===== src/fetch_pkg.sv =====
package fetch_pkg;

    // Byte address or program counter.
    typedef logic [31:0] addr_t;

    // Aligned word as returned by instruction memory.
    typedef logic [31:0] word_t;

    // One queue entry.
    typedef logic [15:0] half_t;

    // Instruction to decode. Upper half is zero for compressed ones.
    typedef logic [31:0] instr_t;

    localparam int FETCH_BUF_HALVES = 8;

    // Fill count of the halfword queue, 0 up to FETCH_BUF_HALVES.
    localparam int FETCH_BUF_CNT_W = $clog2(FETCH_BUF_HALVES + 1);

    typedef logic [FETCH_BUF_CNT_W-1:0] buf_cnt_t;

    localparam addr_t RESET_PC = 32'h0000_0100;

    // Four-phase handshake toward instruction memory.
    typedef enum logic [1:0]
    {
        CTRL_IDLE,    // No request outstanding.
        CTRL_REQ,     // Request high, waiting for ack.
        CTRL_RELEASE  // Request dropped, waiting for ack to fall.
    } ctrl_state_t;

endpackage


===== src/fetch_push_if.sv =====
`timescale 1ns/1ps

interface fetch_push_if;

    logic              push;        // One-cycle strobe.
    logic              upper_only;  // Queue only bits 31:16 of data.
    fetch_pkg::word_t  data;
    logic              flush;
    fetch_pkg::addr_t  flush_pc;    // First PC after the flush.
    logic              free_dword;  // Two or more entries free after this cycle's pop.

    modport ctrl
    (
        output push,
        output upper_only,
        output data,
        output flush,
        output flush_pc,
        input  free_dword
    );

    modport queue
    (
        input  push,
        input  upper_only,
        input  data,
        input  flush,
        input  flush_pc,
        output free_dword
    );

endinterface


===== src/fetch_ctrl.sv =====
`timescale 1ns/1ps

module fetch_ctrl
(
    input  logic                i_clk,
    input  logic                i_reset_n,
    input  logic                i_redirect,
    input  fetch_pkg::addr_t    i_redirect_pc,
    input  logic                i_mem_ack,
    input  fetch_pkg::word_t    i_mem_data,
    input  fetch_pkg::addr_t    i_fetch_addr,
    input  logic                i_upper_only,
    output logic                o_mem_req,
    output fetch_pkg::addr_t    o_mem_addr,
    output logic                o_load,
    output fetch_pkg::addr_t    o_load_pc,
    output logic                o_advance,
    fetch_push_if.ctrl          push_if
);

    fetch_pkg::ctrl_state_t state;
    fetch_pkg::ctrl_state_t state_next;
    fetch_pkg::addr_t       mem_addr_q;
    fetch_pkg::word_t       data_q;
    logic                   stale;
    logic                   push_q;
    logic                   start_req;
    logic                   ack_seen;

    // A redirect in the idle cycle delays the request by one cycle, so the
    // latched address is always the loaded one.
    assign start_req = (state == fetch_pkg::CTRL_IDLE) && push_if.free_dword && !i_redirect;
    assign ack_seen  = (state == fetch_pkg::CTRL_REQ) && i_mem_ack;

    always_comb
    begin
        state_next = state;
        case (state)
            fetch_pkg::CTRL_IDLE:
                if (start_req)
                    state_next = fetch_pkg::CTRL_REQ;
            fetch_pkg::CTRL_REQ:
                if (i_mem_ack)
                    state_next = fetch_pkg::CTRL_RELEASE;
            fetch_pkg::CTRL_RELEASE:
                if (!i_mem_ack)
                    state_next = fetch_pkg::CTRL_IDLE;
            default:
                state_next = fetch_pkg::CTRL_IDLE;
        endcase
    end

    always_ff @(posedge i_clk)
    begin
        if (!i_reset_n)
        begin
            state  <= fetch_pkg::CTRL_IDLE;
            stale  <= 1'b0;
            push_q <= 1'b0;
        end
        else
        begin
            state  <= state_next;
            push_q <= ack_seen && !stale && !i_redirect;  // Old data is dropped.
            if (state == fetch_pkg::CTRL_REQ)
                stale <= i_mem_ack ? 1'b0 : (stale | i_redirect);
        end
    end

    always_ff @(posedge i_clk)
    begin
        if (start_req)
            mem_addr_q <= i_fetch_addr;  // Held for the whole handshake.
        if (ack_seen)
            data_q <= i_mem_data;
    end

    assign o_mem_req  = (state == fetch_pkg::CTRL_REQ);
    assign o_mem_addr = mem_addr_q;

    // Redirect reaches the address generator and the queue on the same edge.
    assign o_load    = i_redirect;
    assign o_load_pc = i_redirect_pc;
    assign o_advance = push_q;

    assign push_if.push       = push_q;
    assign push_if.upper_only = i_upper_only;
    assign push_if.data       = data_q;
    assign push_if.flush      = i_redirect;
    assign push_if.flush_pc   = i_redirect_pc;

endmodule


===== src/fetch_addr_gen.sv =====
`timescale 1ns/1ps

module fetch_addr_gen
(
    input  logic                i_clk,
    input  logic                i_reset_n,
    input  logic                i_load,
    input  fetch_pkg::addr_t    i_load_pc,
    input  logic                i_advance,
    output fetch_pkg::addr_t    o_fetch_addr,
    output logic                o_upper_only
);

    fetch_pkg::addr_t fetch_addr;
    logic             upper_only;

    // A load wins over an advance in the same cycle. The word in flight
    // then belongs to the old stream.
    always_ff @(posedge i_clk)
    begin
        if (!i_reset_n)
        begin
            fetch_addr <= {fetch_pkg::RESET_PC[31:2], 2'b00};
            upper_only <= fetch_pkg::RESET_PC[1];
        end
        else if (i_load)
        begin
            fetch_addr <= {i_load_pc[31:2], 2'b00};
            upper_only <= i_load_pc[1];  // Start in the upper half.
        end
        else if (i_advance)
        begin
            fetch_addr <= fetch_addr + 32'd4;
            upper_only <= 1'b0;
        end
    end

    assign o_fetch_addr = fetch_addr;
    assign o_upper_only = upper_only;

endmodule


===== src/fetch_buf.sv =====
`timescale 1ns/1ps

module fetch_buf
(
    input  logic                i_clk,
    input  logic                i_reset_n,
    input  logic                i_decode_ready,
    fetch_push_if.queue         push_if,
    output logic                o_instr_valid,
    output fetch_pkg::instr_t   o_instr,
    output fetch_pkg::addr_t    o_instr_pc,
    output logic                o_instr_compressed
);

    localparam int HALVES = fetch_pkg::FETCH_BUF_HALVES;

    fetch_pkg::half_t    entries [HALVES];
    fetch_pkg::half_t    entries_next [HALVES];
    fetch_pkg::buf_cnt_t cnt;
    fetch_pkg::buf_cnt_t remain;
    fetch_pkg::buf_cnt_t cnt_next;
    fetch_pkg::buf_cnt_t pop_n;
    fetch_pkg::buf_cnt_t push_n;
    fetch_pkg::half_t    first_half;
    fetch_pkg::addr_t    pc;
    logic                head_comp;
    logic                pop;

    // Low bits 2'b11 mark a 32-bit instruction.
    assign head_comp = (entries[0][1:0] != 2'b11);

    assign o_instr_valid = head_comp ? (cnt != '0) : (cnt > fetch_pkg::buf_cnt_t'(1));

    assign pop    = o_instr_valid && i_decode_ready;
    assign pop_n  = !pop ? '0 :
                    head_comp ? fetch_pkg::buf_cnt_t'(1) : fetch_pkg::buf_cnt_t'(2);
    assign remain = cnt - pop_n;

    assign push_n   = !push_if.push ? '0 :
                      push_if.upper_only ? fetch_pkg::buf_cnt_t'(1) : fetch_pkg::buf_cnt_t'(2);
    assign cnt_next = remain + push_n;

    // Space is judged after the pop, so a full queue draining this cycle
    // can already allow the next request.
    assign push_if.free_dword = (remain <= fetch_pkg::buf_cnt_t'(HALVES - 2));

    assign first_half = push_if.upper_only ? push_if.data[31:16] : push_if.data[15:0];

    always_comb
    begin
        for (int i = 0; i < HALVES; i++)
        begin
            entries_next[i] = entries[i];
            if ((fetch_pkg::buf_cnt_t'(i) < remain) && (i + int'(pop_n) < HALVES))
            begin
                entries_next[i] = entries[i + int'(pop_n)];  // Shift past the popped ones.
            end
            else if (push_if.push && (fetch_pkg::buf_cnt_t'(i) == remain))
            begin
                entries_next[i] = first_half;
            end
            else if (push_if.push && !push_if.upper_only &&
                     (fetch_pkg::buf_cnt_t'(i) == remain + fetch_pkg::buf_cnt_t'(1)))
            begin
                entries_next[i] = push_if.data[31:16];
            end
        end
    end

    always_ff @(posedge i_clk)
    begin
        entries <= entries_next;
    end

    // Flush overrides any pop or push of the same cycle.
    always_ff @(posedge i_clk)
    begin
        if (!i_reset_n)
        begin
            cnt <= '0;
            pc  <= fetch_pkg::RESET_PC;
        end
        else if (push_if.flush)
        begin
            cnt <= '0;
            pc  <= push_if.flush_pc;
        end
        else
        begin
            cnt <= cnt_next;
            if (pop)
                pc <= pc + (fetch_pkg::addr_t'(pop_n) << 1);  // 2 or 4 bytes.
        end
    end

    assign o_instr            = head_comp ? {16'h0000, entries[0]} : {entries[1], entries[0]};
    assign o_instr_pc         = pc;
    assign o_instr_compressed = head_comp;

endmodule


===== src/fetch_unit.sv =====
`timescale 1ns/1ps

module fetch_unit
(
    input  logic                i_clk,
    input  logic                i_reset_n,
    input  logic                i_redirect,
    input  fetch_pkg::addr_t    i_redirect_pc,
    input  logic                i_mem_ack,
    input  fetch_pkg::word_t    i_mem_data,
    input  logic                i_decode_ready,
    output logic                o_mem_req,
    output fetch_pkg::addr_t    o_mem_addr,
    output logic                o_instr_valid,
    output fetch_pkg::instr_t   o_instr,
    output fetch_pkg::addr_t    o_instr_pc,
    output logic                o_instr_compressed
);

    fetch_pkg::addr_t fetch_addr;
    fetch_pkg::addr_t load_pc;
    logic             upper_only;
    logic             load;
    logic             advance;

    fetch_push_if push_bus ();

    fetch_ctrl u_ctrl
    (
        .i_clk          (i_clk),
        .i_reset_n      (i_reset_n),
        .i_redirect     (i_redirect),
        .i_redirect_pc  (i_redirect_pc),
        .i_mem_ack      (i_mem_ack),
        .i_mem_data     (i_mem_data),
        .i_fetch_addr   (fetch_addr),
        .i_upper_only   (upper_only),
        .o_mem_req      (o_mem_req),
        .o_mem_addr     (o_mem_addr),
        .o_load         (load),
        .o_load_pc      (load_pc),
        .o_advance      (advance),
        .push_if        (push_bus.ctrl)
    );

    fetch_addr_gen u_addr_gen
    (
        .i_clk          (i_clk),
        .i_reset_n      (i_reset_n),
        .i_load         (load),
        .i_load_pc      (load_pc),
        .i_advance      (advance),
        .o_fetch_addr   (fetch_addr),
        .o_upper_only   (upper_only)
    );

    fetch_buf u_buf
    (
        .i_clk              (i_clk),
        .i_reset_n          (i_reset_n),
        .i_decode_ready     (i_decode_ready),
        .push_if            (push_bus.queue),
        .o_instr_valid      (o_instr_valid),
        .o_instr            (o_instr),
        .o_instr_pc         (o_instr_pc),
        .o_instr_compressed (o_instr_compressed)
    );

endmodule


===== config.mk =====
export PLATFORM = sky130hd
export DESIGN_NAME = fetch_unit
export DESIGN_NICKNAME = d
export VERILOG_FILES = /design/src/fetch_pkg.sv /design/src/fetch_push_if.sv /design/src/fetch_ctrl.sv /design/src/fetch_addr_gen.sv /design/src/fetch_buf.sv /design/src/fetch_unit.sv
export SDC_FILE = /design/constraint.sdc
export NUM_CORES = 1
export LEC_CHECK = 0
export BUFFER_PORTS_ARGS = -buffer_cell sky130_fd_sc_hd__buf_2
export CORE_AREA = 2 2 205 248
export DETAILED_ROUTE_END_ITERATION = 7
export DIE_AREA = 0 0 207 250
export PLACE_DENSITY = 0.61
export RECOVER_POWER = 50
export SETUP_SLACK_MARGIN = 0.15
export SLEW_MARGIN = 10
export SYNTH_ARGS = -nofsm -noshare
export SYNTH_HDL_FRONTEND = slang
export SYNTH_SLANG_ARGS = --single-unit

===== constraint.sdc =====
create_clock -name i_clk -period 5.35 [get_ports i_clk]
set_input_delay 0.535 -clock i_clk [delete_from_list [all_inputs] [get_ports i_clk]]
set_output_delay 0.535 -clock i_clk [all_outputs]
set_load 0.02 [all_outputs]

# Word level (Yosys, flattened, before mapping)
# Index checks and enable logic that the tools add are counted.
[classes] addsub=12 n_mul=0 div_mod_pow=0 magnitude_cmp=26 eq_ne=20 shift=0 n_mux=66 bitwise=10 reduce_logical=50
[ops] operator="two-way mux 16 bit" n=41
[ops] operator="binary-select mux 16 bit (select 3 bit)" n=8
[ops] operator=">= comparator 32 x 4 -> 1 bit, second input constant" n=8
[ops] operator="< comparator 32 x 5 -> 1 bit, second input constant" n=7
[ops] operator="inverter 32 bit" n=7
[ops] operator="two-way mux 32 bit" n=5
[ops] operator="adder 32 x 3 -> 32 bit, second input constant" n=1
[ops] operator="adder 32 x 5 -> 32 bit" n=1
[ops] operator="== test 3 x 4 -> 1 bit, first input constant" n=8
[ops] operator="inverter 4 -> 32 bit" n=1
[ops] operator="logical AND 1 bit" n=31
[ops] operator="nonzero test 3 bit" n=8
[ops] operator="adder 3 x 4 -> 5 bit, first input constant" n=4
[ops] operator="== test 2 x 4 -> 1 bit, first input constant" n=4
[ops] operator="< comparator 3 x 4 -> 1 bit, first input constant" n=4
[ops] operator="adder 2 x 4 -> 5 bit, first input constant" n=2
[ops] operator="two-way mux 2 bit" n=5
[ops] operator="== test 1 x 4 -> 1 bit, first input constant" n=2
[ops] operator="logical NOT 4 bit" n=2
[ops] operator="< comparator 1 x 4 -> 1 bit, first input constant" n=2
[ops] operator="< comparator 2 x 4 -> 1 bit, first input constant" n=2
[ops] operator="two-way mux 4 bit" n=2
[ops] operator="inequality test 2 bit, second input constant" n=3
[ops] operator="case mux 2 bit (3 select lines)" n=1
[ops] operator="other kinds (19)" n=25
[totals] ff_bits=265 latch_bits=0 ramBits=0 mem_bits_ro=0 in_bits=69 output_inout_bits=99 n_memories=0

# Depth between registers and ports, before layout
[logic_depth] depth_word=11 depth_mapped=16 mapped_depth_nobuf=11

# Cells and area by module
# A second synthesis with hierarchy kept.
[hier_totals] cells_unflattened=1724 area_unflattened_um2=17042.6
[modules_own_cells] mod="fetch_buf" instances=1 cells_each=1335 area_per_inst_um2=12499.5 seq_area_each_um2=4564.4
[modules_own_cells] mod="fetch_ctrl" instances=1 cells_each=151 area_per_inst_um2=2621.3 seq_area_each_um2=2001.9
[modules_own_cells] mod="fetch_addr_gen" instances=1 cells_each=238 area_per_inst_um2=1921.8 seq_area_each_um2=620.6

# Worst setup path before layout
# No wires, ideal clock.
[synth_timing] path_type="input -> register" start="input port i_decode_ready" end="register u_ctrl.mem_addr_q[10], in the netlist u_ctrl.o_mem_addr[10], enable pin" setup_time_ns=0.455 t_arrival_ns=5.204 path_slack_ns=-0.309 path_stages=13 cell_sequence="buf_2 o41ai_4 nor2_4 buf_2 clkbuf_1 ha_1 inv_1 fa_1 buf_2 xnor2_1 and3_1 or3_1 nor3_1"
[synth_between] elab_chain_len=6
[synth_rtl] element="start: declaration" line_no="fetch_unit.sv:11" rtl="input logic i_decode_ready,"
[synth_rtl] element="logical AND 1 bit" line_no="fetch_buf.sv:34" rtl="assign pop = o_instr_valid && i_decode_ready;"
[synth_rtl] element="two-way mux 4 bit" line_no="fetch_buf.sv:35" rtl="assign pop_n = !pop ? '0 :"
[synth_rtl] element="subtractor 4 bit" line_no="fetch_buf.sv:37" rtl="assign remain = cnt - pop_n;"
[synth_rtl] element="less-or-equal comparator 4 x 3 -> 1 bit" line_no="fetch_buf.sv:45" rtl="assign push_if.free_dword = (remain <= fetch_pkg::buf_cnt_t'(HALVES - 2));"
[synth_rtl] element="logical AND 1 bit (2 in series)" line_no="fetch_ctrl.sv:32" rtl="assign start_req = (state == fetch_pkg::CTRL_IDLE) && push_if.free_dword && !i_redirect;"
[synth_rtl] element="net u_ctrl.start_req" line_no="fetch_ctrl.sv:27" rtl="logic start_req;"
[synth_rtl] element="end signal: assignment" line_no="fetch_ctrl.sv:73" rtl="mem_addr_q <= i_fetch_addr;"
[synth_rtl] element="end: declaration" line_no="fetch_ctrl.sv:23" rtl="fetch_pkg::addr_t mem_addr_q;"
# The timed path passes the listed nets, and every way through them passes these cells.
# A chain may end at the register's enable or synchronous reset.

==> impl_metrics.ini <==
[finish]
final-seq-area_mm2 = 0.00713
syn2layout_area_growth_pct = 12.9
num-fill-cells = 5103
layout_commonest_cell = edfxtp_1
drive_gt1_share_pct = 10.3
fin_util_pct = 34.5
fin_nets = 1677
layout_common_cells = 190 x edfxtp_1, 188 x mux2i_1, 140 x nand2_1
multi_input_area_mm2 = 0.00724
finalNonFillerCells = 2266

[run]
drv_cap = 4

[worst_setup_path]
cp_max_fo = 19
required_ns = 5.66
cp-end-kind = flop
cp-start-kind = flop
worstPathArrival_ns = 4.89
crit_type = reg2reg

[die]
rows = 90
start_util_pct = 30.6
die_y_um = 250
die_w_um = 207
boundaryPins = 168
die-area_mm2 = 0.0518
core_mm2 = 0.0495

[sta]
maxSlewViolCount = 86
rsz0062_at_grt = no
layout_min_cycle_time_ns = 4.59
final-hold-violation-count = 0
setup_viol = 0
period_share_pct = 85.7
hold_ws_ns = 0.139
worst_pin_slew_ns = 1.88
slew_headroom_pct = -25.3
max_freq_mhz = 218
skew_ns = 0.0202
finalSetupTns_ns = 0

[routing]
antenna_left = 0
route.vias.total = 12200
wirelength_um = 46400
drc = 0
drt_iter0_markers = 1149
wl_met1_um = 20400
wl_met2_um = 21700
first_pass_iters = 6
top_layer = met5
routedWlPerCell_um = 20.5
dr_wl_met3_um = 3440
routed_via_density = 5.37

[power_and_ir_drop]
vdd_drop_max_v = 0.000275
power_w = 0.00598
powerDensity_mw_per_mm2 = 350
p_leak_nw = 6.48

[logic_synthesis]
yosysUniqueCellTypes = 64
synthArstFlopShare_pct = 0
avgSynthCellArea_um2 = 9.92
ys_seq_elements = 261
synthFlopType = edfxtp_1
synth-edff-count = 190
syn_area_mm2 = 0.0152
synth_warnings = 0
syn_inst = 1528
yosysSeqAreaShare_pct = 47.0

[clocking]
cts_root_buf = clkbuf_16
cts_hold_buf = 0
path_clk_slew_ns = 0.07
cts_max_level = 1
cts_setup_buffers = 0
clk_latency_ns = 0.57
cts_made_buffers = 28
cts_resized = 0
clock-sinks = 261
clockBufferDepth = 3
tritoncts = yes

[worst_hold_path]
hold_class = in2reg

[status]
status = finished with violations
violations = max-capacitance violations, max-slew violations

[global_route]
grt_max_degree = 67
grt_pass1_wl_um = 71500
grt_overflow_total = 0
track_usage_pct = 17.2
grt_pass1_vias = 12000
antenna_found_initial = 5

[placement]
portBuffers = 165
dp_hpwl_um = 34100
gp_congestion = 0.877
dp_cells = 2210
[area by class of cell]
class | instances | share of cell area, %
inverter | 16 | 0.351
antenna | 4 | 0.0585
clock buffer | 34 | 4.47
timing repair buffer | 196 | 5.30
multi-input combinational | 1093 | 42.3
tap | 644 | 4.71
sequential | 261 | 41.6
clock inverter | 18 | 1.16
[power breakdown]
group          total [W]  leakage, nW  internal, W  switching [W]
logic            0.00127         3.67     0.000393       0.000874
registers        0.00267         2.35      0.00249       0.000189
clock network    0.00204        0.467      0.00117       0.000871
[cells by family after synthesis]
kind of cell | count (synthesis) | synth area share [%]
xor+xnor | 59 | 3.41
fa+ha+maj | 12 | 1.14
flops | 261 | 47.0
compound gates | 396 | 16.1
buf+inv | 175 | 5.26
mux | 197 | 13.2
simple gates | 427 | 13.9
other cells | 1 | 0.0247
[Yosys cell counts (13+ instances only)]
cell type / instances / area, µm²
clkbuf_1: 92 / 345
buf_1: 16 / 60.1
xor2_1: 41 / 359
nand2_1: 140 / 526
and2_1: 15 / 93.8
buf_2: 25 / 125
xnor2_1: 18 / 158
o22ai_1: 25 / 156
and3_1: 32 / 200
a211oi_1: 38 / 285
mux2i_1: 188 / 1880
nor3_1: 28 / 140
nand4_1: 19 / 119
nand2b_1: 21 / 131
dfxtp_1: 71 / 1420
nand3_1: 51 / 255
a221oi_1: 13 / 114
a22oi_1: 31 / 233
a31oi_1: 19 / 119
a21oi_1: 120 / 601
o21ai_1: 13 / 65.1
nor2_1: 83 / 312
buf_4: 23 / 173
edfxtp_1: 190 / 5710
o21ai_0: 102 / 510
[worst max-delay path, stage by stage, from the launching register on]
cell and delay, ns:
dfxtp_1 0.60, o41ai_4 0.20, nor2_1 0.79, ha_1 0.32, inv_1 0.06, fa_1 0.53
o41a_4 0.58, nor4_4 0.14, clkbuf_1 0.74, mux2i_1 0.27, a21oi_1 0.09
[final timing paths]
path	from	to	slack, ns	cells past startpoint
setup reg to reg	u_buf.cnt[2]	u_buf.entries[50]	0.76	10
setup / recovery	u_buf.cnt[2]	u_buf.entries[50]	0.76	10
hold reg to reg	u_ctrl.stale	u_ctrl.o_advance	0.43	1
hold / removal	i_mem_data[19]	u_ctrl.push_if.data[19]	0.14	1
[flip-flops by register name, summed over array words and instances, names as in the netlist]
name	count
u_buf.entries	128
u_buf.o_instr_pc	32
u_ctrl.push_if.data	32
u_addr_gen.o_fetch_addr	30
u_ctrl.o_mem_addr	30
u_buf.cnt	4
u_ctrl.state	2
u_addr_gen.o_upper_only	1
u_ctrl.o_advance	1
u_ctrl.stale	1
[through the flow]
step	setup slack [ns]	cell area [µm²]
finish	0.763	17100
global route	0.521	17100
CTS	1.22	17300
detailed placement	1.24	16300
global placement	1.37	16300
floorplan	0.531	15200
[per-layer routing]
layer / track usage [%] / vias to the layer above
met3: 3.41 / 60
met5: 0 / -
met1: 23.4 / 5843
met4: 4.37 / 6
met2: 28.0 / 477
li1: - / 5791
Power figures use the tool's default switching activity.
